### config.mk
export PLATFORM = sky130hd
export DESIGN_NAME = s16b_rd_mux
export DESIGN_NICKNAME = d
export VERILOG_FILES = /design/src/rtl/s16b_pkg.sv /design/src/rtl/s16b_rd_mux.sv
export SDC_FILE = /design/constraint.sdc
export NUM_CORES = 1
export LEC_CHECK = 0
export BUFFER_PORTS_ARGS = -buffer_cell sky130_fd_sc_hd__buf_2
export CAP_MARGIN = 40
export CORE_MARGIN = 4
export CORE_UTILIZATION = 44
export DETAILED_ROUTE_END_ITERATION = 8
export PLACE_DENSITY_LB_ADDON = 0.3
export SKIP_LAST_GASP = 1
export SYNTH_ARGS = -nofsm -noshare
export SYNTH_HDL_FRONTEND = slang
export SYNTH_SLANG_ARGS = --single-unit
### constraint.sdc
create_clock -name clk -period 2 [get_ports clk]
set_input_delay 0.2 -clock clk [delete_from_list [all_inputs] [get_ports clk]]
set_output_delay 0.2 -clock clk [all_outputs]
set_load 0.05 [all_outputs]
### src/rtl/s16b_pkg.sv
////////////////////////////////////////
// System 16B main CPU bus definitions
// Regions, size codes, I/O port codes
////////////////////////////////////////
package s16b_pkg;

    // Bus widths
    localparam int DATA_W   = 16;           // CPU data bus
    localparam int ADDR_W   = 23;           // Word address, bits 23:1
    localparam int RAM_AW   = 13;           // 8K words of work RAM
    localparam int N_REGION = 8;            // Mapper slots

    // Value seen on reads with no local source
    localparam logic [DATA_W-1:0] OPEN_BUS = 16'hFFFF;

    // Region index, also the bit position in active
    typedef enum logic [2:0] {
        REG_ROM0 = 3'd0,                    // Program ROM
        REG_ROM1 = 3'd1,
        REG_ROM2 = 3'd2,
        REG_WRAM = 3'd3,                    // 68000 work RAM
        REG_VRAM = 3'd4,                    // Text and tile RAM
        REG_OBJ  = 3'd5,                    // Sprite RAM
        REG_PAL  = 3'd6,                    // Colour RAM
        REG_IO   = 3'd7                     // Inputs and latch
    } s16b_region_e;

    // Slot size code, sets how many top bits are compared
    typedef enum logic [1:0] {
        SZ_64K  = 2'd0,                     // A23..A16
        SZ_128K = 2'd1,                     // A23..A17
        SZ_512K = 2'd2,                     // A23..A19
        SZ_2M   = 2'd3                      // A23..A21
    } s16b_size_e;

    // I/O sub-address on A13..A12
    typedef enum logic [1:0] {
        IO_JOY1  = 2'd0,
        IO_JOY2  = 2'd1,
        IO_DSW_A = 2'd2,
        IO_DSW_B = 2'd3
    } s16b_io_port_e;

endpackage

### src/rtl/s16b_rd_mux.sv
////////////////////////////////////////
// System 16B read data mux and DTACK
// Lowest region wins, data registered
////////////////////////////////////////
`timescale 1ns/100ps

module s16b_rd_mux
    import s16b_pkg::*;
(
    input  logic                clk,
    input  logic                rst,
    input  logic                asn,        // Address strobe, active low
    input  logic                rnw,        // High for read
    input  logic [N_REGION-1:0] active,
    input  logic [DATA_W-1:0]   ram_q,
    input  logic [DATA_W-1:0]   io_q,
    output logic [DATA_W-1:0]   cpu_din,
    output logic                dtackn
);

    logic              asn_q;               // Strobe one clock late
    logic              any_act;
    logic              ack_start;           // First acknowledged clock of a cycle
    s16b_region_e      win;                 // Lowest active region
    logic [DATA_W-1:0] rd_data;

    assign any_act   = |active;
    assign ack_start = !asn && !asn_q && dtackn && any_act;

    // Priority pick, scan from the top so the lowest index sticks
    always_comb begin
        win = REG_IO;
        for (int i = N_REGION - 1; i >= 0; i--) begin
            if (active[i]) win = s16b_region_e'(3'(i));
        end
    end

    always_comb begin
        case (win)
            REG_WRAM: rd_data = ram_q;
            REG_IO:   rd_data = io_q;
            default:  rd_data = OPEN_BUS;   // ROM and video memories live elsewhere
        endcase
    end

    always_ff @(posedge clk or posedge rst) begin
        if (rst) begin
            asn_q   <= 1'b1;
            dtackn  <= 1'b1;
            cpu_din <= OPEN_BUS;
        end else begin
            asn_q <= asn;
            if (asn) begin
                dtackn <= 1'b1;             // Release right after the strobe rises
            end else if (ack_start) begin
                dtackn <= 1'b0;
            end
            if (ack_start && rnw) cpu_din <= rd_data;  // Source data is ready by now
        end
    end

    // DTACK must follow the strobe back up within one clock
    a_dtack_release: assert property (
        @(posedge clk) disable iff (rst)
        (asn && $past(asn)) |-> dtackn
    ) else $error("dtackn low with asn high for two cycles");

endmodule

Word-level counts from Yosys, hierarchy flattened
Cells that the tools add are included.
{"block": "op_classes", "reduce_logical": 8, "mux": 10, "n_eq_ne": 2}
{"operator": "case mux 16 bit (2 select lines)", "n": 1}
{"operator": "2-to-1 mux 3 bit", "n": 6}
{"operator": "OR reduction 8 bit", "n": 1}
{"operator": "logical AND 1 bit", "n": 4}
{"operator": "== test 3 x 2 -> 1 bit, second input constant", "n": 1}
{"operator": "== test 3 bit, second input constant", "n": 1}
{"operator": "2-to-1 mux 1 bit", "n": 3}
{"operator": "logical NOT 1 bit", "n": 2}
{"operator": "nonzero test 2 bit", "n": 1}
{"block": "word_totals", "output_inout_bits": 17, "word_cells": 23, "inputBits": 44, "reg_bits": 18}

Logic depth before layout (Yosys ltp)
{"block": "depth", "depth_word": 9, "mapped_depth": 6, "ltp_nobuf": 3}

Least setup slack after synthesis
No wires, ideal clock.
{"block": "synth_path", "kind": "reg2reg", "startpoint": "register dtackn", "endpoint": "register cpu_din[10]", "path_stages_with_launch": 5, "required_time_ns": 1.918, "synth_period_minus_slack_ns": 1.669, "setup_slack_ns": 0.331, "path_buffers": 1, "arrival_ns": 1.587, "cell_sequence": "dfstp_2 nand4bb_1 a21oi_4 buf_8 mux2_4"}
{"block": "synth_via", "elab_chain_len": 3}
{"element": "start: declaration", "line": "s16b_rd_mux.sv:18", "rtl": "output logic dtackn"}
{"element": "start signal: assignment", "line": "s16b_rd_mux.sv:49", "rtl": "dtackn <= 1'b1;"}
{"element": "start signal: assignment", "line": "s16b_rd_mux.sv:54", "rtl": "dtackn <= 1'b1;"}
{"element": "start signal: assignment", "line": "s16b_rd_mux.sv:56", "rtl": "dtackn <= 1'b0;"}
{"element": "logical AND 1 bit (2 in series)", "line": "s16b_rd_mux.sv:28", "rtl": "assign ack_start = !asn && !asn_q && dtackn && any_act;"}
{"element": "logical AND 1 bit", "line": "s16b_rd_mux.sv:58", "rtl": "if (ack_start && rnw) cpu_din <= rd_data;"}
{"element": "end signal: assignment", "line": "s16b_rd_mux.sv:58"}
{"element": "end: declaration", "line": "s16b_rd_mux.sv:17", "rtl": "output logic [DATA_W-1:0] cpu_din,"}
No other way between the ends.
A chain may end at the register's enable or synchronous reset.

Worst setup path in the final report
{"block": "layout_path", "startpoint": "input asn", "endpoint": "register cpu_din[2]"}
{"block": "layout_via", "elab_chain_len": 5}
{"element": "start: declaration", "line": "s16b_rd_mux.sv:12", "rtl": "input logic asn,"}
{"element": "logical NOT 1 bit", "line": "s16b_rd_mux.sv:28"}
{"element": "logical AND 1 bit (3 in series)", "line": "s16b_rd_mux.sv:28"}
{"element": "logical AND 1 bit", "line": "s16b_rd_mux.sv:58"}
No other way between the ends.

==> run summary <==
Actual slew at the worst max-slew pin: 670 ps
DP Worst Slack: 265 ps
I/O pin count: 61
Register bit total from synthesis: 18
Clk pwr share: 25.2%
Net Sw Power: 0.294 mW
Hold Worst Slack: 277 ps
Post-CTS Setup Repair Bufs: 0
Internal power: 0.617 mW
Status: finished clean
Ranking of synthesized cells by area: dfstp_2 (43%), mux2_4 (14%), a2bb2oi_1 (13%), nor4_1 (9.1%), mux2_2 (6.1%)
Critical Path End Type: register
Post-Route Skew: 5.87 ps
Final core utilization: 61.9%
Total negative slack: 0 ps
Layout cells sized above 1: 73.8%
Commonest non-fill, non-tap cell in the layout: buf_2
Comb pwr share: 28.4%
Crit start category: input pin
CP cell instances: dlygate4sd3_1 > buf_2 > nand4bb_1 > a21oi_4 > mux2_2
Cell Area, Synth: 0.00110 sq mm
Hold_sp: ram_q[14]
Vias in the first global route: 974
Initial Utilization: 48.1%
Highest clock rate: 548 MHz
Worst-Skew Late Latency: 300 ps
Gr usage total: 18.1%
Syn_area_per_cell: 13.2 sq um
Highest-count cells in the layout ignoring fill and taps: buf_2 (60), dfstp_2 (18), nor4_1 (16), a2bb2oi_1 (16), mux2_4 (10)
TritonRoute pass-1 iters: 4
Power Density: 641 mW/mm^2
RSZ-0062 raised after global routing: no
Worst path required time: 2230 ps
Synth Instances: 84
Row cnt: 17
RR Endpoint: cpu_din[2]
Final setup violation count: 0
LEAKAGE: 0.598 nW
Slew margin rel.: 55.3%
Nets@finish: 186
Hold EP: cpu_din[14]
CP Buf/Inv Count: 2
Clock-pin transition on the worst setup and hold timing paths: 110 ps
Final hold viol count: 0
Yosys warns: 0
Post-CTS sizing: 0
Sequential power share: 46.4%
Antenna diodes: 0
Vias per cell: 5.71
Synth unique cells: 16
Non-Filler Instances: 169
Grt ovf: 0
Slowest stage delay, CP: 560 ps
GP Congestion: 0.719
Register area share after synthesis: 42.8%
Slowest CP cell: a21oi_4
Die H: 58.1 um
Count of pins over their slew limit: 0
Hold buffer count at CTS: 1
Detailed router's first-iteration violation count: 52
CTS Sinks: 18
Initial antenna violation count: 0
H-tree depth: 1
Die Span X: 58.1 um
Sw frac: 32.3%
Final Cycle Share: 91.2%
Half-perimeter wire length after placement: 2.20 mm
Core area: 0.00230 sq mm
CTS Root Cell: clkbuf_4
FF-to-FF setup slack: 250 ps
DIE AREA: 0.00338 sq mm
Post-route ant nets: 0
Post-Route WL: 3.01 mm
Fin crit period: 1820 ps
VDD IR max: 0.532 mV
Hold depth: 3
Layout area overhead: 28.7%
Count of input and output buffers: 60
Critical path data arrival time: 2060 ps
CP top delay family: buffers and inverters
Critical path class: in -> reg
Area leader, netlist: dfstp_2
DRC viols: 0
Max-cap violation count: 0
First-pass GRT wire length: 4.69 mm
CTS max path bufs: 2
Pin count of the biggest net entering global routing: 19
Fin worst setup slack: 175 ps
Worst Hold Class: in -> reg
Syn_nets: 128
Reg2reg path depth: 3
Via count: 965
TritonCTS Buffers: 3
Critical R2R Launch: dtackn
Average wire per standard cell: 17.8 um
Dpl cells: 164
Worst-path maximum fanout: 16
Top cell type's share of synthesized area: 42.8%
Clock tree from TritonCTS: done
==> flip-flops by register name (all words and copies together), names as in the netlist <==
| signal | flops |
|---|---|
| dtackn | 1 |
| cpu_din | 16 |
| asn_q | 1 |
==> worst reg2reg max path, delay by kind of cell (launching register included) <==
kind             cells  cell delay [ps]
AO/OA/AOI/OAI        1              560
flip-flops           1              550
multiplexers         1              410
AND/OR/NAND/NOR      1              160
==> synth_stat cells <==
| cell | n |
|---|---|
| dfstp_2 | 18 |
| clkbuf_1 | 2 |
| buf_8 | 2 |
| a21o_1 | 2 |
| mux2_2 | 6 |
| buf_6 | 2 |
| a2bb2oi_1 | 16 |
| buf_2 | 4 |
| nor4_4 | 1 |
| nor4_2 | 1 |
| nand4bb_1 | 1 |
| inv_1 | 1 |
| or4b_4 | 1 |
| a21oi_4 | 1 |
| mux2_4 | 10 |
| nor4_1 | 16 |
==> logic make-up after synthesis <==
family / after synthesis / share of synthesized area (%)
AND/OR/NAND/NOR: 20 / 14.4
buffers and inverters: 11 / 7.59
AO/OA/AOI/OAI: 19 / 15.5
multiplexers: 16 / 19.7
flip-flops: 18 / 42.8
==> routing by layer <==
metal,share of wire (%),track usage (%)
met1,42,23.2
met2,51,30.6
met3,6.4,4.68
met4,0.93,3.97
met5,0,0
==> cell type report <==
type,count,area [sq um]
Tap cell,28,35.0
Sequential cell,18,473
Multi-Input combinational cell,55,548
Clock buffer,4,36.3
Inverter,1,3.75
Timing Repair Buffer,63,325
Fill cell,205,876
==> worst max-delay path by stage <==
stage                      start           to  cells after the start
after floorplan           dtackn  cpu_din[10]                      4
after global routing         asn   cpu_din[0]                      5
final                        asn   cpu_din[2]                      5
after detailed placement  dtackn   cpu_din[1]                      3
after CTS                    asn   cpu_din[2]                      5
after global placement    dtackn   cpu_din[2]                      3
==> power groups by stage <==
stage          sequential, mW  clock (mW)  combinational, mW
5_1_grt                 0.426       0.259              0.273
2_1_floorplan           0.518           0             0.0912
6_report                0.423       0.229              0.259
3_5_place_dp            0.427           0              0.258
3_3_place_gp            0.427           0              0.253
4_1_cts                 0.423       0.239              0.261
==> per-stage QoR <==
| stage | instance area [sq um] | power (mW) |
|---|---|---|
| final | 1420 | 0.911 |
| after global routing | 1420 | 0.958 |
| after CTS | 1420 | 0.923 |
| after detailed placement | 1380 | 0.686 |
| after global placement | 1380 | 0.680 |
| after floorplan | 1100 | 0.609 |
Power figures use the tool's default switching activity.
