## src/rtl/s16b_pkg.sv

```systemverilog
////////////////////////////////////////
// System 16B main CPU bus definitions
// Regions, size codes, I/O port codes
////////////////////////////////////////
package s16b_pkg;

    // Bus widths
    localparam int DATA_W   = 16;           // CPU data bus
    localparam int ADDR_W   = 23;           // Word address, bits 23:1
    localparam int RAM_AW   = 13;           // 8K words of work RAM
    localparam int N_REGION = 8;            // Mapper slots

    // Value seen on reads with no local source
    localparam logic [DATA_W-1:0] OPEN_BUS = 16'hFFFF;

    // Region index, also the bit position in active
    typedef enum logic [2:0] {
        REG_ROM0 = 3'd0,                    // Program ROM
        REG_ROM1 = 3'd1,
        REG_ROM2 = 3'd2,
        REG_WRAM = 3'd3,                    // 68000 work RAM
        REG_VRAM = 3'd4,                    // Text and tile RAM
        REG_OBJ  = 3'd5,                    // Sprite RAM
        REG_PAL  = 3'd6,                    // Colour RAM
        REG_IO   = 3'd7                     // Inputs and latch
    } s16b_region_e;

    // Slot size code, sets how many top bits are compared
    typedef enum logic [1:0] {
        SZ_64K  = 2'd0,                     // A23..A16
        SZ_128K = 2'd1,                     // A23..A17
        SZ_512K = 2'd2,                     // A23..A19
        SZ_2M   = 2'd3                      // A23..A21
    } s16b_size_e;

    // I/O sub-address on A13..A12
    typedef enum logic [1:0] {
        IO_JOY1  = 2'd0,
        IO_JOY2  = 2'd1,
        IO_DSW_A = 2'd2,
        IO_DSW_B = 2'd3
    } s16b_io_port_e;

endpackage

```

## src/rtl/s16b_mem_map.sv

```systemverilog
////////////////////////////////////////
// System 16B region mapper
// Eight programmable slots, one select each
////////////////////////////////////////
`timescale 1ns/100ps

module s16b_mem_map
    import s16b_pkg::*;
(
    input  logic                clk,
    input  logic                rst,
    input  logic [ADDR_W:1]     addr,
    input  logic [DATA_W-1:0]   cpu_dout,
    input  logic [1:0]          dswn,      // Active low byte strobes
    output logic [N_REGION-1:0] active
);

    logic [N_REGION-1:0][7:0] base_q;       // Slot base, compared with A23..A16
    logic [N_REGION-1:0][1:0] size_q;       // Slot size code
    logic                     none;         // Address outside every region
    logic                     slot_we;
    logic [2:0]               slot;         // Slot picked by A4..A2

    assign none    = (active == '0);
    assign slot_we = none && !dswn[0];      // Only unmapped writes reach the mapper
    assign slot    = addr[4:2];

    // Region compare
    // Fewer address bits take part as the region grows
    always_comb begin
        for (int i = 0; i < N_REGION; i++) begin
            case (s16b_size_e'(size_q[i]))
                SZ_64K:  active[i] = (addr[23:16] == base_q[i]);
                SZ_128K: active[i] = (addr[23:17] == base_q[i][7:1]);
                SZ_512K: active[i] = (addr[23:19] == base_q[i][7:3]);
                SZ_2M:   active[i] = (addr[23:21] == base_q[i][7:5]);
                default: active[i] = 1'b0;
            endcase
        end
    end

    // Slot registers
    // Odd word loads the base, even word the size
    always_ff @(posedge clk or posedge rst) begin
        if (rst) begin
            base_q <= '0;                   // All slots decode the bottom 64 kB
            size_q <= '0;
        end else if (slot_we) begin
            if (addr[1]) begin
                base_q[slot] <= cpu_dout[7:0];
            end else begin
                size_q[slot] <= cpu_dout[1:0];  // Upper bits ignored
            end
        end
    end

    // A write that lands in some region must leave the map alone
    a_map_hold: assert property (
        @(posedge clk) disable iff (rst)
        ((dswn != 2'b11) && (active != '0)) |=> ($stable(base_q) && $stable(size_q))
    ) else $error("mapper slot changed during a mapped write");

endmodule

```

## config.mk

```make
export PLATFORM = sky130hd
export DESIGN_NAME = s16b_mem_map
export DESIGN_NICKNAME = d
export VERILOG_FILES = /design/src/rtl/s16b_pkg.sv /design/src/rtl/s16b_mem_map.sv
export SDC_FILE = /design/constraint.sdc
export NUM_CORES = 1
export LEC_CHECK = 0
export BUFFER_PORTS_ARGS = -buffer_cell sky130_fd_sc_hd__buf_2
export CAP_MARGIN = 10
export CORE_AREA = 2 2 121 123
export CTS_BUF_LIST = sky130_fd_sc_hd__clkbuf_4 sky130_fd_sc_hd__clkbuf_8
export DETAILED_ROUTE_END_ITERATION = 8
export DIE_AREA = 0 0 123 125
export GPL_TIMING_DRIVEN = 0
export SLEW_MARGIN = 20
export SYNTH_ARGS = -nofsm -noshare
export SYNTH_HDL_FRONTEND = slang
export SYNTH_SLANG_ARGS = --single-unit
```

## constraint.sdc

```tcl
create_clock -name clk -period 3.1 [get_ports clk]
set_clock_uncertainty 0.2 [all_clocks]
set_input_delay 0.155 -clock clk [delete_from_list [all_inputs] [get_ports clk]]
set_output_delay 0.155 -clock clk [all_outputs]
set_load 0.05 [all_outputs]
```

# [Word level (Yosys, flattened, before mapping)]
# Cells that the tools add are included.
[word_totals] ff_bits=80 latchBits=0 ramBits=0 romBits=0 inputBits=43 mem_count=0
[op_classes] n_addsub=0 n_mul=0 div_mod_pow=0 magnitude_cmp=2 eq_ne=56 n_shift=0 mux=14 n_bitwise=1 n_reduce_logical=14
[ops] cell="64-bit bitwise mux" n=1
[ops] cell="8-bit == test" n=8
[ops] cell="7-bit == test" n=8
[ops] cell="5-bit == test" n=8
[ops] cell="2-bit == test (second input constant)" n=16
[ops] cell="1-bit case mux with 4 select lines" n=8
[ops] cell="8-bit demux with 3-bit select" n=1
[ops] cell="3-bit == test" n=8
[ops] cell="16-bit bitwise mux" n=1
[ops] cell="2-bit by 1-bit == test with 1-bit output (second input constant)" n=8
[ops] cell="2-bit zero test" n=8
[ops] cell="8-bit zero test" n=1
[ops] cell="8-bit two-way mux" n=1
[ops] cell="2-bit demux with 3-bit select" n=1
[ops] cell="3-bit by 4-bit < comparator with 1-bit output (second input constant)" n=1
[ops] cell="2-bit AND reduction" n=2
[ops] cell="3-bit by 1-bit >= comparator with 1-bit output (second input constant)" n=1
[ops] cell="1-bit logical AND" n=2
[ops] cell="2-bit two-way mux" n=1
[ops] cell="1-bit zero test" n=1
[ops] cell="1-bit NOT" n=1

# [Logic depth before layout (Yosys ltp)]
[logic_depth] word_depth=5 depth_mapped=8 depth_no_buf=6

# [Worst setup path before layout]
# No wires, ideal clock.
[synth_timing] kind="flip-flop to flip-flop" startpoint="register base_q[35] (netlist bit)" endpoint="register base_q[58] (netlist bit)" arrival_time_ns=3.118 t_required_ns=2.775 path_slack_ns=-0.343 path_stages_with_launch=8 synth_period_minus_slack_ns=3.443 cell_sequence="dfrtp_1 -> xnor2_1 -> o211ai_1 -> a211oi_1 -> nor2_1 -> buf_4 -> nand4_4 -> mux2_2"
[synth_via] elab_chain_cells=5
[synth_lines] element="start: declaration" line="s16b_mem_map.sv:18" rtl="logic [N_REGION-1:0][7:0] base_q;"
[synth_lines] element="start signal: indexed assignment" line="s16b_mem_map.sv:50" rtl="base_q[slot] <= cpu_dout[7:0];"
[synth_lines] element="8-bit == test (tied with other cells)" line="s16b_mem_map.sv:33" rtl="SZ_64K: active[i] = (addr[23:16] == base_q[i]);"
[synth_lines] element="1-bit case mux with 4 select lines *" line="s16b_mem_map.sv:32" rtl="case (s16b_size_e'(size_q[i]))"
[synth_lines] element="named net active[4]" line="s16b_mem_map.sv:15" rtl="output logic [N_REGION-1:0] active"
[synth_lines] element="8-bit zero test *" line="s16b_mem_map.sv:24" rtl="assign none = (active == '0);"
[synth_lines] element="1-bit logical AND *" line="s16b_mem_map.sv:25" rtl="assign slot_we = none && !dswn[0];"
[synth_lines] element="2-bit AND reduction (no source line) *"
# Mark *: on every way through the listed nets, which the timed path passes. The rest lies on a longest branch.
# A chain may end at the register's enable or synchronous reset.

# [Worst setup path in the final report]
[layout_timing] startpoint="register base_q[26] (netlist bit)" endpoint="register base_q[15] (netlist bit)"
[layout_via] elab_chain_cells=5
[layout_lines] element="8-bit == test / 7-bit == test (equally long branches)" line="s16b_mem_map.sv:33, s16b_mem_map.sv:34"
[layout_lines] element="1-bit case mux with 4 select lines *" line="s16b_mem_map.sv:32"
[layout_lines] element="8-bit zero test *" line="s16b_mem_map.sv:24"
[layout_lines] element="1-bit logical AND *" line="s16b_mem_map.sv:25"
[layout_lines] element="2-bit AND reduction (no source line) *"
# Mark *: on every way between the ends. The rest lies on a longest branch, timed or not.

==> reports/metrics.cfg <==
[route]
drt_iter0_markers=102
wl_met2_um=4367
wl_per_cell_um=16.02
drc=0
routed_wl_um=8827
num_vias=2557
viasPerCell=4.641
wl_met1_um=4057
maxUsedRoutingLayer=met4
wl_met3_um=230
detail-route-antenna-nets=0
drt-pass1-iter-count=4

[logic_synthesis]
netlist_top_cells_area=dfrtp_1, mux2_2, xnor2_1
synth_fa_ha_area_frac=0
yosysUniqueCellTypes=23
synthCells=319
synth_edf_count=0
avgSynthCellArea_um2=13.01
yosys.area_share.simple=0.08323
synth-xor-area-share=0.1351
async_flop_share=1.000
synth_warnings=0
yosysSeqAreaShare=0.4825
synth_compound_area_frac=0.04584
syn_nets=362
synthMuxAreaShare=0.2198
synth_most_common_cell=dfrtp_1
synth_top_flop_cell=dfrtp_1
ys_seq_elements=80
synth_top_family_by_area=multiplexers
synth_area_um2=4149
yosysTopAreaCellShare=0.4825
synth_top_cell_by_area=dfrtp_1
netlist_top_cells_count=dfrtp_1, mux2_2, xnor2_1

[outcome]
status=complete, no violations

[worst_setup_path]
cp.arrival_ps=2680
rr_startpoint=base_q[26]
worst_setup_path_end_kind=flip-flop
reg2reg_to=base_q[15]
r2r_slack_ps=460
path_max_fanout=8
critPathKind=flip-flop to flip-flop
critPathRequiredTime_ps=3140
r2r.worst_path.cells=6
worst_setup_path_start_kind=flip-flop

[sta]
hold_viol=0
setup_tns_ps=0
rsz0062_at_grt=no
drv_slew=0
min_period_over_period=0.8518
max_slew_margin=0.5453
setup_viol=0
layout_min_cycle_time_ps=2641
fin_ws_ps=459.5
max_freq_mhz=378.7
worstMarginPinSlew_ps=679.6

[floorplanning]
placementRows=44
initial_core_util=0.2921
fp.dieW_um=123
core_um2=14200
die_h_um=125
die_area_um2=15380
io_pins=51

[cells_and_area]
diodes=0
syn_to_final_growth_pct=18.52
final_layout_size_suffix_gt1_frac=0.4060
fillers=1430
stdcell_area_um2=4917
nets=405

[power]
power_frac_comb=0.331
clkPwrFrac=0.239
intPower_mw=2.941
p_leak_nw=1.973
swShare=0.3118
powerDensity_nw_per_um2=869.0
p_seq_frac=0.429
vdd_drop_max_mv=0.2765
p_sw_mw=1.332

[job]
max_cap_violations=0

[clocking]
cts-root-buf=clkbuf_8
insertion_delay_ps=360
clk_path_buf_depth=2
cts.sinks=80
clk_pin_slew_worst_paths_ps=80
htree_levels=3
post_cts_buffers=0
tritoncts=done
cts_inserted_buffers=9
cts_resized=0

[min_path]
min_delay_worst_endpoint=size_q[0]
hold_path_depth=4
hold_start=addr[2]
hp-class=input port to flip-flop

[placed_design]
place_area_um2=4559
dp_hpwl_um=6685
place_congestion=0.7863
portBuffers=22
dp_slack_ps=436.1

[global_route]
grt.total_usage=0.1269
antenna_found_initial=0
grt_pass1_wl_um=14950
grt_overflow=0
grt_pass1_vias=2817
grt_max_degree=50

[what timing repair did]
action | CTS | global route
hold buffers | 9 | 0
endpoints found under the setup margin | 0 | 0
hold endpoints to repair | 89 | 0
[per-stage QoR]
step           cells  power (mW)  utilization  hold WS (ps)
2_1_floorplan    319       2.969            -         103.5
6_report         551       4.273       0.3462         123.6
4_1_cts          551       4.312       0.3462         106.8
3_5_place_dp     526       3.278       0.3210         2.359
5_1_grt          551       4.541       0.3462         156.5
3_3_place_gp     525       3.209       0.3189         291.6
[metal layers]
metal	vias up	global-route usage
met2	41	0.2109
met5	-	0
met3	19	0.02144
li1	1226	-
met1	1271	0.1635
met4	0	0.05013
[worst max path at each step]
stage / end / startpoint
floorplan: base_q[58] / base_q[35]
global placement: size_q[2] / rst
detailed placement: base_q[12] / base_q[26]
CTS: base_q[12] / base_q[26]
global route: base_q[11] / base_q[57]
finish: base_q[15] / base_q[26]
[cells in the final DEF (no fill, tap or decap), types with 2 or more instances in the layout]
cell type,netlist,layout
o211ai_1,8,8
dlygate4sd3_1,0,9
buf_6,6,6
buf_2,3,25
clkbuf_1,2,2
nand2b_1,4,4
nand4_2,6,6
a211oi_2,0,8
nand2_1,2,2
a41oi_1,8,8
nand4_1,8,8
clkinv_2,0,2
mux2_2,77,77
bufinv_16,0,4
nor2_1,10,10
inv_1,9,8
nand3_1,8,8
clkbuf_8,0,10
mux2_4,3,3
dfrtp_1,80,80
nor3_1,6,6
xnor2_1,64,64
buf_4,2,2
nand4_4,2,2
[kinds of logic after synthesis]
kind of cell	count (synthesis)
muxes	80
DFF	80
xor gates and xnor gates	64
and+or+nand+nor	49
AOI/OAI and AO/OA	24
buffers and inverters	22
[registers in the layout, summed over array words and instances, names as in the netlist]
| register | count |
|---|---|
| base_q | 64 |
| size_q | 16 |
[layout make-up]
type / instances / area (um^2) / area share
inverters: 9 / 36.28 / 0.007379
well taps: 184 / 230.2 / 0.04682
flip-flops and latches: 80 / 2002 / 0.4071
multi-input cells: 217 / 2048 / 0.4165
plain buffers: 13 / 105.1 / 0.02137
repair buffers: 32 / 227.7 / 0.04631
clock buffers: 10 / 137.6 / 0.02799
clock inverters: 6 / 130.1 / 0.02646
[worst max-delay path, cell delays in order (launching register included)]
cell and delay (ps):
dfrtp_1 390, xnor2_1 130, a41oi_1 240, a211oi_2 110, nor4_4 600, nand4_2 450
mux2_2 400
[power by group through the flow]
| stage | clock [mW] | sequential (mW) | combinational [mW] |
|---|---|---|---|
| floorplan | 0 | 1.77 | 1.20 |
| global placement | 0 | 1.83 | 1.38 |
| detailed placement | 0 | 1.86 | 1.42 |
| CTS | 1.04 | 1.84 | 1.44 |
| global route | 1.08 | 1.90 | 1.56 |
| finish | 1.02 | 1.83 | 1.42 |
Note: power is estimated with default switching activity, not from simulation.
