<file path="src/rtl/s16b_pkg.sv">
////////////////////////////////////////
// System 16B main CPU bus definitions
// Regions, size codes, I/O port codes
////////////////////////////////////////
package s16b_pkg;

    // Bus widths
    localparam int DATA_W   = 16;           // CPU data bus
    localparam int ADDR_W   = 23;           // Word address, bits 23:1
    localparam int RAM_AW   = 13;           // 8K words of work RAM
    localparam int N_REGION = 8;            // Mapper slots

    // Value seen on reads with no local source
    localparam logic [DATA_W-1:0] OPEN_BUS = 16'hFFFF;

    // Region index, also the bit position in active
    typedef enum logic [2:0] {
        REG_ROM0 = 3'd0,                    // Program ROM
        REG_ROM1 = 3'd1,
        REG_ROM2 = 3'd2,
        REG_WRAM = 3'd3,                    // 68000 work RAM
        REG_VRAM = 3'd4,                    // Text and tile RAM
        REG_OBJ  = 3'd5,                    // Sprite RAM
        REG_PAL  = 3'd6,                    // Colour RAM
        REG_IO   = 3'd7                     // Inputs and latch
    } s16b_region_e;

    // Slot size code, sets how many top bits are compared
    typedef enum logic [1:0] {
        SZ_64K  = 2'd0,                     // A23..A16
        SZ_128K = 2'd1,                     // A23..A17
        SZ_512K = 2'd2,                     // A23..A19
        SZ_2M   = 2'd3                      // A23..A21
    } s16b_size_e;

    // I/O sub-address on A13..A12
    typedef enum logic [1:0] {
        IO_JOY1  = 2'd0,
        IO_JOY2  = 2'd1,
        IO_DSW_A = 2'd2,
        IO_DSW_B = 2'd3
    } s16b_io_port_e;

endpackage

</file>
<file path="src/rtl/s16b_io_regs.sv">
////////////////////////////////////////
// System 16B I/O region
// Joystick and DIP reads, output latch
////////////////////////////////////////
`timescale 1ns/100ps

module s16b_io_regs
    import s16b_pkg::*;
(
    input  logic              clk,
    input  logic              rst,
    input  logic              cs,           // Region 7 select
    input  logic [13:12]      addr,         // Port select
    input  logic [1:0]        dswn,
    input  logic [7:0]        cpu_dout,     // Low data byte only
    input  logic [7:0]        joy1,
    input  logic [7:0]        joy2,
    input  logic [7:0]        dsw_a,
    input  logic [7:0]        dsw_b,
    output logic [DATA_W-1:0] q,
    output logic [7:0]        io_latch
);

    s16b_io_port_e port;
    logic [7:0]    port_val;                // Selected input byte
    logic          latch_we;

    assign port     = s16b_io_port_e'(addr);
    assign latch_we = cs && !dswn[0];       // Latch sits on the low byte lane

    always_comb begin
        case (port)
            IO_JOY1:  port_val = joy1;
            IO_JOY2:  port_val = joy2;
            IO_DSW_A: port_val = dsw_a;
            IO_DSW_B: port_val = dsw_b;
            default:  port_val = 8'hFF;
        endcase
    end

    // Read data one cycle after the address
    // Upper byte floats high on the board
    always_ff @(posedge clk) begin
        q <= {8'hFF, port_val};
    end

    // Output latch, lamps and coin counters on real hardware
    always_ff @(posedge clk or posedge rst) begin
        if (rst) begin
            io_latch <= '0;
        end else if (latch_we) begin
            io_latch <= cpu_dout;
        end
    end

endmodule

</file>
<file path="config.mk">
export PLATFORM = sky130hd
export DESIGN_NAME = s16b_io_regs
export DESIGN_NICKNAME = d
export VERILOG_FILES = /design/src/rtl/s16b_pkg.sv /design/src/rtl/s16b_io_regs.sv
export SDC_FILE = /design/constraint.sdc
export NUM_CORES = 1
export LEC_CHECK = 0
export BUFFER_PORTS_ARGS = -buffer_cell sky130_fd_sc_hd__buf_2
export CAP_MARGIN = 10
export CORE_MARGIN = 2
export CORE_UTILIZATION = 35
export CTS_CLUSTER_SIZE = 30
export DETAILED_ROUTE_END_ITERATION = 10
export GPL_TIMING_DRIVEN = 0
export PLACE_DENSITY = 0.8
export SETUP_SLACK_MARGIN = 0.2
export SKIP_LAST_GASP = 1
export SYNTH_ARGS = -nofsm -noshare
export SYNTH_HDL_FRONTEND = slang
export SYNTH_SLANG_ARGS = --single-unit
</file>
<file path="constraint.sdc">
create_clock -name clk -period 0.9 [get_ports clk]
set_input_delay 0.18 -clock clk [delete_from_list [all_inputs] [get_ports clk]]
set_output_delay 0.18 -clock clk [all_outputs]
set_load 0.02 [all_outputs]
</file>
Word level (Yosys, flattened, before mapping)
Cells that the tools add are included.
{"block": "word_totals", "wordCells": 9, "output_inout_bits": 24, "regBits": 16, "inputBits": 47}
{"block": "classes", "n_reduce_logical": 3, "n_eq_ne": 3, "n_mux": 1}
{"operator": "$pmux 8 s4", "n": 1}
{"operator": "$eq 2x2->1 const B", "n": 2}
{"operator": "$eq 2x1->1 const B", "n": 1}
{"operator": "$logic_not 2->1", "n": 1}
{"operator": "$logic_and 1x1->1", "n": 1}
{"operator": "$logic_not 1->1", "n": 1}

Longest topological paths before layout
Gate-level depths: netlist of the first run.
{"block": "logic_depth", "word_depth": 2, "mapped_depth": 3, "mapped_depth_nobuf": 2}

Worst setup path before layout of the first run
No wires, ideal clock.
{"block": "synth_path", "path_kind": "input to register", "from": "input port addr[12] (netlist bit)", "to": "register q[0]", "setup_time_ps": 135, "n_path_buf": 1, "t_arrival_ps": 791, "path_stages": 2, "path_slack_ps": -26, "t_required_ps": 765, "path_cell_list": "buf_6 mux4_2"}
{"block": "synth_via", "elab_chain_cells": 2, "elab_cells_between_ends": 5, "classes_between": "3 x eq/ne; 1 x mux; 1 x reduce/logical"}
{"item": "start, declared", "line": "s16b_io_regs.sv:13", "rtl": "input logic [13:12] addr,"}
{"item": "$eq 2x2->1 (tied with other cells)", "line": "s16b_io_regs.sv:32", "rtl": "case (port)"}
{"item": "$pmux 8 s4 *", "line": "s16b_io_regs.sv:32"}
{"item": "via port_val[0]", "line": "s16b_io_regs.sv:25", "rtl": "logic [7:0] port_val;"}
{"item": "end signal, assigned", "line": "s16b_io_regs.sv:44", "rtl": "q <= {8'hFF, port_val};"}
{"item": "end, declared", "line": "s16b_io_regs.sv:20", "rtl": "output logic [DATA_W-1:0] q,"}
The timed path passes the listed nets; every way through them passes the cells marked *.
A chain may end at the register's enable or synchronous reset.

Final worst setup path of the first run
{"block": "layout_path", "from": "register io_latch[5]", "to": "output port io_latch[5]"}
{"item": "start, declared", "line": "s16b_io_regs.sv:21", "rtl": "output logic [7:0] io_latch"}
{"item": "start signal, assigned", "line": "s16b_io_regs.sv:52", "rtl": "io_latch <= cpu_dout;"}
No word-level cell between the ends.

==> results of run 1 <==
-- sequential cells by signal (all words and copies together), names as in the netlist --
signal,flops
q,8
io_latch,8
-- path summary, 6_finish.rpt --
kind / start / slack [ns] / cells after the start / to
worst min register to register: io_latch[2]$_DFFE_PP0P_ / 0.54 / 1 / io_latch[2]$_DFFE_PP0P_
max in group asynchronous: rst / 0.28 / 3 / io_latch[7]$_DFFE_PP0P_
worst max register to register: io_latch[3]$_DFFE_PP0P_ / 0 / 2 / io_latch[3]$_DFFE_PP0P_
min in group asynchronous: rst / 0.40 / 3 / io_latch[1]$_DFFE_PP0P_
worst min-delay path: cpu_dout[1] / 0.14 / 2 / io_latch[1]$_DFFE_PP0P_
worst max-delay path: io_latch[5]$_DFFE_PP0P_ / -0.09 / 1 / io_latch[5]
-- cells in the final DEF (no fill, tap or decap) --
cell           Yosys  final
dlygate4sd3_1      0      1
mux2_2             8      5
dfxtp_2            0      8
mux2_4             0      3
buf_4              8     11
clkbuf_2           1      1
mux4_2             8      8
buf_6              1     16
clkbuf_4           0      3
nor2b_1            1      1
buf_12             0      1
buf_2              1     43
dfrtp_1            8      8
conb_1             1      8
inv_1              1      1
-- per-stage QoR --
step	power, W	cells
2_1_floorplan	0.00118	53
3_3_place_gp	0.00136	139
3_5_place_dp	0.00137	139
4_1_cts	0.00188	145
5_1_grt	0.00197	145
6_report	0.00187	145
-- cells by family after synthesis --
family	count (synthesis)	synth area share, %
buf+inv	12	11.7
flops	16	49.7
mux	16	37.2
other cells	1	0.517
simple gates	1	0.863
-- power by group through the flow --
stage	clock network, W	logic, W	registers [W]
floorplan	0	0.000210	0.000971
global placement	0	0.000515	0.000846
detailed placement	0	0.000521	0.000852
CTS	0.000363	0.000654	0.000866
global route	0.000388	0.000702	0.000880
finish	0.000339	0.000661	0.000868
-- routing by layer --
layer / GRT usage (%) / share of wire (%) / wire length, um / vias up
met2: 26.4 / 52 / 849 / 55
met1: 13.7 / 31 / 510 / 271
met4: 6.94 / 0.37 / 6 / 0
li1: - / - / - / 297
met5: 0 / 0 / 0 / -
met3: 5.15 / 16 / 264 / 2
-- layout make-up --
type / count / area (um2)
Sequential cell: 16 / 370
Timing Repair Buffer: 62 / 420
Multi-Input combinational cell: 25 / 318
Fill cell: 164 / 701
Buffer: 11 / 92.6
Clock buffer: 3 / 22.5
Inverter: 1 / 3.75
Tap cell: 27 / 33.8
-- repair_timing --
item | CTS | global route
gates resized for setup | 41 | 1
buffers inserted | 2 | 0
setup endpoints to repair | 24 | 24
hold endpoints to repair | 8 | 0
hold buffers | 1 | 0
gates cloned | 0 | 0
==> results.txt, run 1 <==
Synthesized instance count: 46
HPWL after DPL: 1.33 mm
Hold WC Path Type: input pin to flop
Total die area: 2450 um2
Vias in the first global route: 631
Max Fclk: 1.01 GHz
CP bufs+invs: 1
Final nets: 167
Worst hold slack: 0.139 ns
Final Hold Fails: 0
TNS Setup: -0.649 ns
Max VDD drop: 718 uV
Top post-synthesis cells by area: dfrtp_1 28%, mux4_2 25%, dfxtp_1 22%
Seq pwr share: 46.5%
Synth top area share: 27.6%
DRT Wirelength: 1.63 mm
Total number of vias: 625
Die width: 49.5 um
I/O Buffers: 59
Inserted Diodes: 0
Clk slew on worst S/H paths: 0.08 ns
Yosys warns: 0
Critical Path RT: 0.72 ns
Yosys cell types: 11
Skew-Pair Late Insertion Delay: 0.27 ns
Post-Syn Area: 726 um2
WL per Instance: 11.2 um
Sw Ratio: 27.0%
Startpoint type of the worst setup path: flop
Seq cells post-synth: 16
Final setup viols: 9
Crit path kind: flop to primary output
CP max stage delay: 0.41 ns
Status: finished with violations
DRC: 0
Leak Pwr: 0.633 nW
Chip height: 49.5 um
Max clock buf depth: 2
Max Slew Vio Count: 0
Final period util: 110%
Failing checks: setup timing
Post-Syn Area per Cell: 15.8 um2
RSZ-0062 raised after global routing: true
Post-DP Area: 1100 um2
First-pass iteration count of the detailed router: 2
CP Cell Sequence: buf_6
Top Ports: 71
Sw power: 0.000504 W
Row count: 16
Via density per instance: 4.31
Finished Cell Area: 1260 um2
Synth Flop Type: dfxtp_1
Pwr Density: 1480 nW/um2
CP Max Fanout: 2
Post-synth top cells: 8 x buf_4, 8 x dfrtp_1, 8 x dfxtp_1, 8 x mux2_2, 8 x mux4_2
Number of enable flip-flop cells after synthesis: 0
Initial antenna violation count: 0
Max H-tree Level: 1
Int Pwr: 0.00136 W
TritonCTS clock tree: built
Max-cap viol count: 0
Share of cells above drive strength 1: 83.9%
CP Capture Type: primary output
Shortest period the worst path allows: 0.994 ns
Crit-path leading delay family: flip-flops
Crit-path slowest cell: dfrtp_1
Clock Power Share: 18.1%
Layout Utilization: 64.3%
Starting DRT DRC Count: 1
Leading area contributor after synthesis: dfrtp_1
Root Driver: clkbuf_4
Core box area: 1960 um2
CTS buffer count: 3
Gate power share: 35.4%
Pre-CTS setup slack: -0.117 ns
Layout area overhead: 73.8%
GRT Total Usage: 14.3%
Asr flop ratio synth: 50.0%
Total grt overflow: 0
Antenna Nets Post-Route: 0
Initial Utilization: 37.0%
WP data arrival: 0.81 ns
Setup slack after layout: -0.0936 ns
Skew final: 0 ns
First-pass GRT wire length: 2.64 mm
Gp weighted congestion: 0.670
Largest net degree at the start of global routing: 9
Seq/Total Area, Yosys: 49.7%
Clock tree sinks: 16
(Power assumes the default switching activity.)
==> inputs of run 2 (changes only) <==
CORE_UTILIZATION = 37   (was 35)
PLACE_DENSITY = 0.84   (was 0.8)
clock period = 1.2 ns   (was 0.9 ns; I/O delays follow)
==> run 2 against run 1 <==
The flow now finishes without violations. Sequential share of layout area grew 0.70 points. Hold slack gained 0.063 ns. Clock power shrank 26%. Critical endpoint is now io_latch[4]. Largest power group unchanged.
==> results.txt, run 2 (synthesized netlist as in run 1, its figures left out) <==
First-pass iteration count of the detailed router: 4 (was 2)
Skew-Pair Late Insertion Delay: 0.27 ns (about the same)
WP data arrival: 0.80 ns (was 0.81 ns)
Root Driver: clkbuf_4 (unchanged)
GRT Total Usage: 13.9% (was 14.3%)
Crit-path slowest cell: dfrtp_1 (unchanged)
Vias in the first global route: 570 (was 631)
Reg2reg start: io_latch[5]$_DFFE_PP0P_ (was io_latch[3]$_DFFE_PP0P_)
DRC: 0 (unchanged)
Status: complete, no violations (was finished with violations)
CP Max Fanout: 2 (unchanged)
Antenna Nets Post-Route: 0 (unchanged)
Share of cells above drive strength 1: 77.3% (was 83.9%)
CP Cell Sequence: buf_6 (unchanged)
Layout Utilization: 63.0% (was 64.3%)
I/O Buffers: 59 (unchanged)
Initial antenna violation count: 0 (unchanged)
Max-cap viol count: 0 (unchanged)
Setup slack after layout: 0.163 ns (was -0.0936 ns)
TNS Setup: 0 ns (was -0.649 ns)
Layout area overhead: 65.2% (was 73.8%)
Pre-CTS setup slack: 0.0759 ns (was -0.117 ns)
Total number of vias: 625 (unchanged)
Pwr Density: 1130 nW/um2 (was 1480 nW/um2)
TritonCTS clock tree: built (unchanged)
Commonest non-fill, non-tap cell in the layout: buf_2 (unchanged)
RSZ-0062 raised after global routing: true (unchanged)
Clk slew on worst S/H paths: 0.08 ns (about the same)
Leak Pwr: 0.610 nW (was 0.633 nW)
Skew final: 0 ns (unchanged)
Initial Utilization: 38.2% (was 37.0%)
Final Hold Fails: 0 (unchanged)
Inserted Diodes: 0 (unchanged)
Max H-tree Level: 1 (unchanged)
Via density per instance: 4.28 (was 4.31)
CP max stage delay: 0.39 ns (was 0.41 ns)
CP bufs+invs: 1 (unchanged)
Biggest regs: io_latch x8, q x8 (unchanged)
Gp weighted congestion: 0.729 (was 0.670)
CTS buffer count: 3 (unchanged)
Core box area: 1900 um2 (was 1960 um2)
Final setup viols: 0 (was 9)
Cell count of the worst reg-to-reg path: 3 (was 2)
Chip height: 48.3 um (was 49.5 um)
WL per Instance: 10.5 um (was 11.2 um)
Startpoint type of the worst setup path: flop (unchanged)
Critical Path RT: 0.96 ns (was 0.72 ns)
Worst Hold Path EP: io_latch[0]$_DFFE_PP0P_ (was io_latch[1]$_DFFE_PP0P_)
Max clock buf depth: 2 (unchanged)
Reg2reg setup slack: 0.20 ns (was 0 ns)
Min-delay src: cpu_dout[0] (was cpu_dout[1])
Largest net degree at the start of global routing: 9 (unchanged)
Commonest cells after routing, fill and taps aside: 47 x buf_2, 16 x buf_4, 9 x buf_6 (was 43 x buf_2, 16 x buf_6, 11 x buf_4)
Row count: 16 (unchanged)
Placed Cells: 139 (unchanged)
Starting DRT DRC Count: 3 (was 1)
First-pass GRT wire length: 2.15 mm (was 2.64 mm)
Total grt overflow: 0 (unchanged)
Crit-path leading delay family: flip-flops (unchanged)
Hold path cells: 2 (unchanged)
Clock tree sinks: 16 (unchanged)
Die width: 48.3 um (was 49.5 um)
Final period util: 86.4%
Shortest period the worst path allows: 1.04 ns
CP Capture Type: primary output (unchanged)
Crit path kind: flop to primary output (unchanged)
Max VDD drop: 716 uV (was 718 uV)
Max Slew Vio Count: 0 (unchanged)
Non-filler instance count after layout: 146 (was 145)
Max Fclk: 0.964 GHz
Hold WC Path Type: input pin to flop (unchanged)
Total die area: 2330 um2 (was 2450 um2)
DRT Wirelength: 1.54 mm (was 1.63 mm)
Reg2Reg Capture Point: io_latch[5]$_DFFE_PP0P_ (was io_latch[3]$_DFFE_PP0P_)
Final nets: 168 (was 167)
Top Ports: 71 (unchanged)
Power Total: 0.00135 W (was 0.00187 W)
## run 2: timing repair
action | CTS | global route
buffers inserted | 2 | 1
hold buffers | 1 | 0
setup endpoints to repair | 8 | 13
gates resized for setup | 16 | 5
endpoints found under the hold margin | 8 | 0
## run 2: worst max path at each step
stage | end | from | cells past startpoint | slack (ns)
4_1_cts | io_latch[4] | io_latch[4]$_DFFE_PP0P_ | 1 | 0.15
2_1_floorplan | q[0]$_DFF_P_ | addr[12] | 2 | 0.21
5_1_grt | io_latch[0] | io_latch[0]$_DFFE_PP0P_ | 1 | 0.13
6_report | io_latch[4] | io_latch[4]$_DFFE_PP0P_ | 1 | 0.16
3_5_place_dp | io_latch[4]$_DFFE_PP0P_ | dswn[0] | 4 | 0.08
3_3_place_gp | io_latch[4]$_DFFE_PP0P_ | dswn[0] | 4 | 0.11
## run 2: power by group
| group | total (W) | switching (W) | internal [W] |
|---|---|---|---|
| Combinational | 0.000465 | 0.000197 | 0.000268 |
| Sequential | 0.000635 | 0.0000320 | 0.000603 |
| Clock | 0.000251 | 0.000135 | 0.000116 |
| Total | 0.00135 | 0.000364 | 0.000987 |
## run 2: cell type report
class                      count  area [um2]
sequential                    16         360
clock buffer                   3        22.5
inverter                       1        3.75
fill                         164         703
timing repair buffer          63         390
multi-input combinational     25         307
tap                           27        33.8
buffer                        11        81.3
## run 2: stage by stage
step / hold slack [ns] / instance area [um2]
2_1_floorplan: 0.0557 / 752
3_3_place_gp: 0.180 / 1080
3_5_place_dp: 0.187 / 1080
4_1_cts: 0.193 / 1180
5_1_grt: 0.205 / 1200
6_report: 0.201 / 1200
## run 2: layer usage
metal  track usage, %  up-vias  share of wire, %
li1                 -      298                 -
met1             11.1      278                31
met2             27.9       47                56
met3             2.96        2                13
met4             10.8        0              0.52
met5                0        -                 0
==> inputs of run 3 (changes only) <==
ABC_AREA = 1   (was unset)
CORE_UTILIZATION = 33   (was 37)
PLACE_DENSITY = 0.76   (was 0.84)
clock period = 0.9 ns   (was 1.2 ns; I/O delays follow)
==> run 3 against run 2 <==
The run now ends with setup timing left. Die area up 23%. Total power up 37%. First-iteration DRC count rose to 5.0 times the previous value. Synthesized cell count up 120%. Area after synthesis up 11%. Sequential power up 34%. Combinational power up 42%. Via count up 49%. Hold slack worse by 0.092 ns. Non-clock buffer count up 1. Sequential share of layout area down 2.3 points. Wire length up 42%. Largest cell class unchanged.
==> results.txt, run 3 <==
Finished Cell Area: 1330 um2 (was 1200 um2)
Synth Flop Type: dfxtp_1 (unchanged)
HPWL after DPL: 1.74 mm
CTS buffer count: 3 (unchanged)
Yosys cell types: 13 (was 11)
First-pass iteration count of the detailed router: 4 (unchanged)
Post-DP Area: 1160 um2 (was 1080 um2)
CP bufs+invs: 1 (unchanged)
Clock Power Share: 18.2% (was 18.6%)
Final setup viols: 8 (was 0)
Antenna Nets Post-Route: 0 (unchanged)
Leak Pwr: 0.709 nW (was 0.610 nW)
Starting DRT DRC Count: 15 (was 3)
Int Pwr: 0.00130 W (was 0.000987 W)
Gp weighted congestion: 0.842 (was 0.729)
Crit-path leading delay family: flip-flops (unchanged)
Row count: 17 (was 16)
Critical Path RT: 0.72 ns (was 0.96 ns)
Total number of vias: 930 (was 625)
Initial antenna violation count: 0 (unchanged)
GRT Total Usage: 15.7% (was 13.9%)
WL per Instance: 10.9 um (was 10.5 um)
Commonest cells after routing, fill and taps aside: 43 x buf_2, 32 x nand3_1, 23 x nand2_1 (was 47 x buf_2, 16 x buf_4, 9 x buf_6)
Hold WC Path Type: input pin to flop (unchanged)
Yosys warns: 0 (unchanged)
CP max stage delay: 0.41 ns (was 0.39 ns)
Gate power share: 35.7% (was 34.4%)
Total grt overflow: 0 (unchanged)
Post-Syn Area per Cell: 8.07 um2 (was 15.8 um2)
Seq cells post-synth: 16 (unchanged)
Root Driver: clkbuf_4 (unchanged)
Leading area contributor after synthesis: dfrtp_1 (unchanged)
Status: finished with violations (was complete, no violations)
Synthesized instance count: 100 (was 46)
Final period util: 110%
Max Slew Vio Count: 0 (unchanged)
First-pass GRT wire length: 3.29 mm (was 2.15 mm)
Final Hold Fails: 0 (unchanged)
Initial Utilization: 35.8% (was 38.2%)
Layout area overhead: 65.3% (was 65.2%)
Max VDD drop: 814 uV (was 716 uV)
Power Total: 0.00185 W (was 0.00135 W)
Max-cap viol count: 0 (unchanged)
Top Ports: 71 (unchanged)
Die width: 53.5 um (was 48.3 um)
Synth top area share: 24.8% (was 27.6%)
RSZ-0062 raised after global routing: true (unchanged)
Max clock buf depth: 2 (unchanged)
Crit-path slowest cell: dfrtp_1 (unchanged)
I/O Buffers: 58 (was 59)
Max H-tree Level: 1 (unchanged)
Setup slack after layout: -0.0945 ns (was 0.163 ns)
Startpoint type of the worst setup path: flop (unchanged)
Non-filler instance count after layout: 200 (was 146)
Asr flop ratio synth: 50.0% (unchanged)
Sw power: 0.000552 W (was 0.000364 W)
Number of enable flip-flop cells after synthesis: 0 (unchanged)
Failing checks: setup timing
Total die area: 2860 um2 (was 2330 um2)
Most common cell in the netlist: nand3_1
Chip height: 53.5 um (was 48.3 um)
Clock tree sinks: 16 (unchanged)
Pwr Density: 1390 nW/um2 (was 1130 nW/um2)
CP Max Fanout: 2 (unchanged)
Multi-input gate area: 350 um2 (was 307 um2)
Shortest period the worst path allows: 0.994 ns
Top post-synthesis cells by area: dfrtp_1 25%, dfxtp_1 20%, nand3_1 20% (was dfrtp_1 28%, mux4_2 25%, dfxtp_1 22%)
Worst hold slack: 0.109 ns (was 0.201 ns)
Fill cells: 189 (was 164)
Largest net degree at the start of global routing: 11 (was 9)
Reg2reg setup slack: 0.07 ns (was 0.20 ns)
Post-Syn Area: 807 um2 (was 726 um2)
Skew final: 0 ns (unchanged)
Via density per instance: 4.65 (was 4.28)
Sequential cell area: 370 um2 (was 360 um2)
Vias in the first global route: 871 (was 570)
DRC: 0 (unchanged)
Placed Cells: 193 (was 139)
Seq pwr share: 46.1% (was 47.0%)
Seq/Total Area, Yosys: 44.7% (was 49.7%)
CP Cell Sequence: buf_6 (unchanged)
Commonest non-fill, non-tap cell in the layout: buf_2 (unchanged)
Inserted Diodes: 0 (unchanged)
Share of cells above drive strength 1: 52.9% (was 77.3%)
Post-synth top cells: 32 x nand3_1, 24 x nand2_1 (was 8 x buf_4, 8 x dfrtp_1, 8 x dfxtp_1, 8 x mux2_2, 8 x mux4_2)
Layout Utilization: 59.2% (was 63.0%)
TritonCTS clock tree: built (unchanged)
Biggest regs: io_latch x8, q x8 (unchanged)
WP data arrival: 0.81 ns (was 0.80 ns)
Clk slew on worst S/H paths: 0.08 ns (about the same)
Core box area: 2250 um2 (was 1900 um2)
Sw Ratio: 29.8% (was 27.0%)
CP Capture Type: primary output (unchanged)
Skew-Pair Late Insertion Delay: 0.26 ns (was 0.27 ns)
Crit path kind: flop to primary output (unchanged)
Max Fclk: 1.01 GHz
DRT Wirelength: 2.18 mm (was 1.54 mm)
Final nets: 221 (was 168)
==> run 3: through the flow <==
stage	setup TNS (ns)	setup WS, ns
2_1_floorplan	0	0.203
3_3_place_gp	0	0.140
3_5_place_dp	0	0.104
4_1_cts	-0.688	-0.0861
5_1_grt	-1.04	-0.121
6_report	-0.617	-0.0945
==> run 3: power by group through the flow <==
stage               registers [W]  logic, W  clock network, W
global placement         0.000837  0.000519                 0
floorplan                0.000950  0.000209                 0
detailed placement       0.000838  0.000527                 0
CTS                      0.000851  0.000635          0.000356
global route             0.000864  0.000718          0.000382
finish                   0.000854  0.000662          0.000336
==> run 3: layout make-up <==
class	count	share of cell area (%)
repair buffers	62	32.3
flip-flops and latches	16	27.8
inverters	4	1.13
plain buffers	13	8.26
clock buffers	3	1.69
multi-input cells	74	26.3
well taps	28	2.63
==> run 3: logic make-up (layout without fill, tap and decap cells) <==
logic type | count (synthesis) | after routing | synth area share, %
AND/OR/NAND/NOR | 66 | 66 | 39.4
buffers and inverters | 17 | 82 | 15.5
flip-flops | 16 | 16 | 44.7
other | 1 | 8 | 0.465
==> run 3: worst paths after layout <==
path / endpoint / from / depth (start not counted)
setup / recovery: io_latch[3] / io_latch[3]$_DFFE_PP0P_ / 1
hold / removal: q[3]$_DFF_P_ / joy1[3] / 3
setup reg to reg: io_latch[3]$_DFFE_PP0P_ / io_latch[3]$_DFFE_PP0P_ / 4
hold reg to reg: io_latch[6]$_DFFE_PP0P_ / io_latch[6]$_DFFE_PP0P_ / 2
max in group asynchronous: io_latch[2]$_DFFE_PP0P_ / rst / 3
min in group asynchronous: io_latch[6]$_DFFE_PP0P_ / rst / 3
==> run 3: metal layers <==
layer,GRT usage (%),up-vias,part of all wire (%)
met5,0,-,0
met4,6.41,0,1.7
met3,5.08,4,12
met2,28.4,60,49
met1,16.5,397,37
li1,-,469,-
==> run 3: repair_timing <==
action,4_1_cts,5_1_grt
pin swaps,0,1
endpoints found under the setup margin,16,17
hold endpoints to repair,8,0
resized for setup,40,3
hold buffers,1,0
buffers inserted,1,2
==> run 3: worst min-delay path: stages <==
cell     delay (ns)
buf_2          0.08
nand2_1        0.04
nand4_1        0.05
